$ cat src/design/dcache_config.svh
`ifndef DCACHE_CONFIG_SVH
`define DCACHE_CONFIG_SVH

// ########################################
// Cache geometry
// ########################################

// Byte address width.
`define DC_ADDR_W 32

// Width of one data word, a multiple of 8.
`define DC_WORD_W 64

`define DC_LINE_WORDS 4  // Words per line, a power of two.

`define DC_LINES 64  // Lines in the direct-mapped array, a power of two.

`endif

$ cat src/design/dcache_pkg.sv
`include "dcache_config.svh"

package dcache_pkg;

    // ########################################
    // Address fields
    // ########################################
    localparam int BOFF_W  = $clog2(`DC_WORD_W / 8);  // Byte offset inside a word.
    localparam int WOFF_W  = $clog2(`DC_LINE_WORDS);
    localparam int INDEX_W = $clog2(`DC_LINES);
    localparam int TAG_W   = `DC_ADDR_W - INDEX_W - WOFF_W - BOFF_W;

    typedef logic [`DC_ADDR_W-1:0]     addr_t;
    typedef logic [`DC_WORD_W-1:0]     word_t;
    typedef logic [`DC_WORD_W/8-1:0]   strb_t;
    typedef logic [WOFF_W-1:0]         woff_t;
    typedef logic [INDEX_W-1:0]        index_t;
    typedef logic [TAG_W-1:0]          tag_t;
    typedef logic [TAG_W+INDEX_W-1:0]  laddr_t;  // Tag in the upper bits, index below.

    // Word 0 of a line sits in the lowest bits.
    typedef logic [`DC_LINE_WORDS*`DC_WORD_W-1:0] line_t;

    // ########################################
    // Miss controller
    // ########################################
    typedef enum logic [1:0] {
        MS_IDLE,
        MS_WB,
        MS_FILL_REQ,
        MS_FILL_WAIT
    } miss_state_t;

endpackage

$ cat src/design/dcache_decode.sv
`timescale 1ns/100ps

module dcache_decode (
    input  logic                 CLK,
    input  logic                 RST,
    input  logic                 req_valid,
    input  logic                 req_write,
    input  dcache_pkg::addr_t    req_addr,
    input  dcache_pkg::word_t    req_wdata,
    input  dcache_pkg::strb_t    req_wstrb,
    input  logic                 stall,
    output logic                 ready,
    output logic                 op_valid,
    output logic                 op_write,
    output dcache_pkg::tag_t     op_tag,
    output dcache_pkg::index_t   op_index,
    output dcache_pkg::woff_t    op_word,
    output dcache_pkg::word_t    op_wdata,
    output dcache_pkg::strb_t    op_wstrb
);
    import dcache_pkg::*;

    assign ready = ~stall;  // A new request is taken whenever the held one completes.

    always_ff @(posedge CLK) begin
        if (RST) begin
            op_valid <= 1'b0;
        end else if (!stall) begin
            op_valid <= req_valid;
        end
    end

    // The low BOFF_W address bits select a byte and are dropped here.
    always_ff @(posedge CLK) begin
        if (!stall && req_valid) begin
            op_write <= req_write;
            op_word  <= req_addr[BOFF_W +: WOFF_W];
            op_index <= req_addr[BOFF_W + WOFF_W +: INDEX_W];
            op_tag   <= req_addr[BOFF_W + WOFF_W + INDEX_W +: TAG_W];
            op_wdata <= req_wdata;
            op_wstrb <= req_wstrb;
        end
    end

endmodule

$ cat config.mk
export PLATFORM = sky130hd
export DESIGN_NAME = dcache_decode
export DESIGN_NICKNAME = d
export VERILOG_FILES = /design/src/design/dcache_pkg.sv /design/src/design/dcache_decode.sv
export VERILOG_INCLUDE_DIRS = /design/src /design/src/design
export SDC_FILE = /design/constraint.sdc
export NUM_CORES = 1
export LEC_CHECK = 0
export ABC_AREA = 1
export BUFFER_PORTS_ARGS = -buffer_cell sky130_fd_sc_hd__buf_2
export CORE_MARGIN = 5
export CORE_UTILIZATION = 44
export CTS_CLUSTER_DIAMETER = 120
export DETAILED_ROUTE_END_ITERATION = 12
export PLACE_DENSITY = 0.84
export SLEW_MARGIN = 20
export SYNTH_ARGS = -nofsm -noshare
export SYNTH_HDL_FRONTEND = slang
export SYNTH_SLANG_ARGS = --single-unit
$ cat constraint.sdc
create_clock -name CLK -period 8.42 [get_ports CLK]
set_input_delay 0.421 -clock CLK [delete_from_list [all_inputs] [get_ports CLK]]
set_output_delay 0.421 -clock CLK [all_outputs]
set_load 0.02 [all_outputs]
; Word level (Yosys, flattened, before mapping)
; Index checks and enable logic that the tools add are counted.
[totals]
ff_bits = 103
n_memories = 0
elab_cells = 10
mem_bits_ro = 0
ram_bits = 0
inputBits = 109
latch_bits = 0
[classes]
n_eq_ne = 0
mux = 0
add_sub_neg = 0
shifts = 0
n_mul = 0
order_cmp = 0
reduce_logical = 2
bitwise = 1
div = 0
[ops]
columns = operator, count
row1 = $logic_and A1 B1 Y1, 1
row2 = $logic_not A1 Y1, 1
row3 = $not A1 Y1, 1

; Longest topological paths before layout
; Gate-level depths: netlist (run 1).
[depth]
word_depth = 2
ltp_mapped = 3
depth_no_buf = 3

; Worst setup path after synthesis (run 1)
; No wires, ideal clock.
[synth_path]
path_kind = input to register
startpoint = input port stall
endpoint = register op_index[0] (enable)
stages = 3
required_ps = 7964
slack_ps = 5384
n_path_buf = 0
arrival_ps = 2580
cell_sequence = inv_2 nand2_2 inv_1
[synth_via]
elab_chain_len = 2
[synth_rtl]
columns = element, line
row1 = "start, declared", dcache_decode.sv:11  ; input logic stall,
row2 = $logic_not A1 Y1, dcache_decode.sv:35  ; if (!stall && req_valid) begin
row3 = $logic_and A1 B1 Y1, dcache_decode.sv:35
row4 = "end signal, assigned", dcache_decode.sv:38  ; op_index <= req_addr[BOFF_W + WOFF_W +: INDEX_W];
row5 = "end, declared", dcache_decode.sv:16  ; output dcache_pkg::index_t op_index,
; No other way between the ends.
; A chain may end at the register's enable or synchronous reset.

; Worst setup path after layout (run 1)
[layout_path]
startpoint = input port stall
endpoint = register op_tag[2] (enable)
[layout_via]
elab_chain_len = 2
[layout_rtl]
columns = element, line
row1 = $logic_not A1 Y1, dcache_decode.sv:35
row2 = $logic_and A1 B1 Y1, dcache_decode.sv:35
row3 = "end signal, assigned", dcache_decode.sv:39  ; op_tag <= req_addr[BOFF_W + WOFF_W + INDEX_W +: TAG_W];
row4 = "end, declared", dcache_decode.sv:15  ; output dcache_pkg::tag_t op_tag,
; No other way between the ends.

==> results.toml, run 1 <==
[run_status]
status = "finished clean"

[die]
initial_utilization = 0.4551
die_h_um = 94.06
io_pins = 213
num_rows = 30
die_w_um = 94.06
core_um2 = 6832
fp.dieArea_um2 = 8847

[grt]
groute.usage.overall = 0.1563
met2_usage = 0.2910
grt_pass1_vias = 1939
grt.met1_usage = 0.1522
met3_usage = 0.05609
grt_pass1_wl_mm = 9.963
antenna_found_initial = 0
grt_max_degree = 103
gr-total-overflow = 0
busiest_layer = "met2"

[critical_path]
r2r_cells = 2
arrival_ps = 1370
crit_fanout = 102
cp.required_ps = 8390
worstSetupStartpointType = "input pin"
critPathCaptureType = "register"
setup.worst_path.class = "input pin to register"

[finish]
stdcell_area_um2 = 4469
n_antenna_cell = 0
area_growth_syn_to_layout_pct = 43.74
n_fill_cell = 505
nets = 437
drive_gt1_frac = 0.6787

[drt]
wire_per_inst_um = 16.61
ant_nets = 0
vias = 1874
drt-initial-drc-count = 79
firstDrtPassIters = 4
viasPerCell = 4.368
drc = 0
wl_mm = 7.125

[placed_design]
gp_congestion = 0.7415
numPortBuffers = 209
dp_hpwl_mm = 5.532
placed_area_um2 = 4278

[synthesis]
synth_seq_area_share = 0.9915
synth_top_family_by_area = "simple AND/OR/NAND/NOR gates"
yosysWarnings = 0
synth-simple-area-share = 0.003219
syn_nets = 217
synth_xor_area_frac = 0
synthCells = 108
synthAdderAreaFrac = 0
netlist_area_um2 = 3109
ys_ff_latch = 103
synth_top_cell_by_area = "edfxtp_1"
synth_top_area_share = 0.9851
synth_compound_area_frac = 0.002817
avgSynthCellArea_um2 = 28.79
synth_cell_types = 7
synth_area_leaders = "edfxtp_1, dfxtp_1, a21oi_2"
synthMuxAreaShare = 0

[cts]
clockBufferDepth = 2
cts_setup_buffers = 0
cts_buffers = 9
cts_tree = "yes"
htree_levels = 3
cts_resized = 0
path_clk_slew_ps = 100
root_buffer = "clkbuf_8"
cts_sinks = 103
clkLatencyLatePin_ps = 340
hold_buffers = 0

[timing]
slew_violations = 0
finalSetupTns_ps = 0
finalHoldViolCount = 0
rsz0062_at_grt = "false"
finClkSkew_ps = 0
period_minus_slack_ps = 1403
slew_headroom = 0.4167
max_clock_freq_mhz = 712.7
worst_slew_pin_slew_ps = 874.9
post-route-period-util = 0.1667
finalSetupViolCount = 0

[power_and_ir_drop]
p_int_uw = 776.2
swShare = 0.2326
power.leakage_nw = 1.891
p_seq_frac = 0.602
p_sw_uw = 235.2
power_frac_clock = 0.289
ir_drop_mv = 0.1476
pwr-share-comb = 0.109
powerDensity_nw_per_um2 = 226.3

[worst_hold_path]
min_path_cells = 1
worst_hold_path_type = "input pin to register"

[run]
drv_cap = 0
==> worst max-delay path: stages <==
cell and delay, ps:
buf_2 120, inv_2 60, nand2_2 80, inv_6 600
==> synth_stat cells, drive strengths merged <==
master and instances:
a21oi 1, dfxtp 1, nand2 2, inv 2, edfxtp 102
==> flip-flops by register name, indices dropped and copies added (netlist names) <==
signal    cells
op_valid      1
op_wstrb      8
op_tag       21
op_index      6
op_write      1
op_wdata     64
op_word       2
==> cells by family (layout without fill, tap and decap cells) <==
kind of cell | after synthesis | count (layout)
and+or+nand+nor | 2 | 2
DFF | 103 | 103
buffers and inverters | 2 | 227
AOI/OAI and AO/OA | 1 | 1
==> layout make-up <==
class	count	area [um^2]	share of cell area
multi-input combinational	3	18.77	0.004199
sequential	103	3083	0.6898
clock inverter	6	61.31	0.01372
tap	96	120.1	0.02688
inverter	2	12.51	0.002800
clock buffer	10	127.6	0.02856
timing repair buffer	209	1046	0.2340
==> through the flow <==
stage	hold slack (ps)	util	setup WS [ps]	std cells	power (mW)
2_1_floorplan	483.4	-	5384	108	0.6756
3_3_place_gp	449.4	0.6262	6521	413	0.7290
3_5_place_dp	481.3	0.6262	6448	413	0.7339
4_1_cts	213.3	0.6538	6829	429	1.023
5_1_grt	205.3	0.6542	7008	429	1.056
6_report	238.1	0.6542	7017	429	1.011
==> power groups by stage <==
stage / Sequential, mW / Clock [mW] / Combinational (mW)
after floorplan: 0.668 / 0 / 0.00775
after global placement: 0.620 / 0 / 0.109
after detailed placement: 0.622 / 0 / 0.112
after CTS: 0.610 / 0.300 / 0.112
after global routing: 0.613 / 0.327 / 0.117
final: 0.609 / 0.292 / 0.110
==> worst paths after layout <==
kind | from | end | slack [ps]
max | stall | op_tag[2] | 7020
min | req_addr[24] | op_tag[13] | 240
max reg2reg | op_valid | op_valid | 7790
min reg2reg | op_valid | op_valid | 500
==> placed cells by master, fill, tap and decap left out <==
cell        synthesis  routed
a21oi_2             1       1
inv_2               1       1
nand2_2             1       1
clkbuf_8            0       9
clkbuf_1            0       1
dfxtp_1             1       1
inv_6               0       1
clkinv_1            0       2
edfxtp_1          102     102
clkinv_4            0       1
buf_2               0     209
bufinv_16           0       1
clkinvlp_4          0       2
nand2_1             1       1
==> metal layers <==
| metal | vias to the layer above | routed length (um) | part of all wire |
|---|---|---|---|
| met1 | 870 | 2304 | 0.32 |
| met5 | - | 0 | 0 |
| li1 | 871 | - | - |
| met4 | 0 | 76 | 0.011 |
| met3 | 10 | 755 | 0.11 |
| met2 | 123 | 3988 | 0.56 |
Power figures use the tool's default switching activity.
==> run 2, diff against run 1 <==
CORE_UTILIZATION = 37   (was 44)
PLACE_DENSITY = 0.76   (was 0.84)
clock period = 1.22 ns   (was 8.42 ns; I/O delays follow)
==> results.toml, run 2 <==
[run_status]
toolErrorMsg = "[ERROR RSZ-0060] Max buffer count reached."
haltStage = "clock tree synthesis"
status = "aborted with a tool error"

[synthesis]
synth_ff_type = "edfxtp_1"
syn_nets = 217
synth_cell_types = 7
yosysWarnings = 0
synth_top_area_share = 0.9851
netlist_area_um2 = 3109
synthCells = 108
synth_area_leaders = "edfxtp_1, dfxtp_1, a21oi_2"
yosysMostFrequentCell = "edfxtp_1"
synth_edf_count = 102
async_flop_share = 0
avgSynthCellArea_um2 = 28.79
ys_ff_latch = 103
synth_top_cell_by_area = "edfxtp_1"
synth_seq_area_share = 0.9915

[placed_design]
placed_area_um2 = 4360
placed_cells = 424
gp_congestion = 0.6854
numPortBuffers = 209

[cts]
clockBufferDepth = 2
hold_buffers = 101
htree_levels = 3
cts_resized = 0
cts_setup_buffers = 0
root_buffer = "clkbuf_8"
cts_sinks = 103
cts_buffers = 9

[die]
die_w_um = 101.7
initial_utilization = 0.3784
num_rows = 33
die_h_um = 101.7
io_pins = 213
==> run 2: cell counts after synthesis <==
No cell type changed its count.
==> run 2: stage by stage <==
step	utilization	setup slack [ps]
2_1_floorplan	-	-800.8
3_3_place_gp	0.5307	137.5
3_5_place_dp	0.5307	106.1
==> run 2: cells by family after synthesis <==
kind of cell    count (synthesis)  share of synthesized area
simple gates                    2                   0.003219
flops                         103                     0.9916
compound gates                  1                   0.002817
buf+inv                         2                   0.002412
==> run 3, diff against run 2 <==
CORE_UTILIZATION = 35   (was 37)
CTS_CLUSTER_DIAMETER = unset   (was 120)
PLACE_DENSITY = unset   (was 0.76)
PLACE_DENSITY_LB_ADDON = 0.15   (was unset)
clock period = 1.6 ns   (was 1.22 ns; I/O delays follow)
==> results.toml, run 3 <==
[synthesis]
async_flop_share = 0
synth_top_cell_by_area = "edfxtp_1"
avgSynthCellArea_um2 = 28.79
synth_edf_count = 102
synth_compound_area_frac = 0.002817
yosysWarnings = 0
synth_area_leaders = "edfxtp_1, dfxtp_1, a21oi_2"
yosysMostFrequentCell = "edfxtp_1"
synth-simple-area-share = 0.003219
synthAdderAreaFrac = 0
synth_xor_area_frac = 0
synth_ff_type = "edfxtp_1"
synth_seq_area_share = 0.9915
synth_top_family_by_area = "simple AND/OR/NAND/NOR gates"
syn_nets = 217
synth_cell_types = 7
synthMuxAreaShare = 0
synth_top_area_share = 0.9851
synthCells = 108
netlist_area_um2 = 3109
ys_ff_latch = 103

[die]
die_w_um = 104.3
initial_utilization = 0.3583
die_h_um = 104.3
num_rows = 34
io_pins = 213

[cts]
root_buffer = "clkbuf_8"
cts_sinks = 103
htree_levels = 3
cts_resized = 0
clockBufferDepth = 2
hold_buffers = 101
cts_buffers = 9
cts_setup_buffers = 0

[placed_design]
numPortBuffers = 209
dp_hpwl_mm = 5.549
gp_congestion = 0.6897

[run_status]
haltStage = "clock tree synthesis"
status = "aborted with a tool error"
toolErrorMsg = "[ERROR RSZ-0060] Max buffer count reached."
-- run 3: per-stage QoR --
stage	util	area (um^2)	TNS, ps	worst slack [ps]	instances
after detailed placement	0.5029	4364	0	491.4	427
after global placement	0.5029	4364	0	501.3	427
after floorplan	-	3143	-44860	-439.8	108
-- run 3: logic make-up after synthesis --
kind of cell           count (synthesis)
AOI/OAI and AO/OA                      1
buffers and inverters                  2
DFF                                  103
and+or+nand+nor                        2
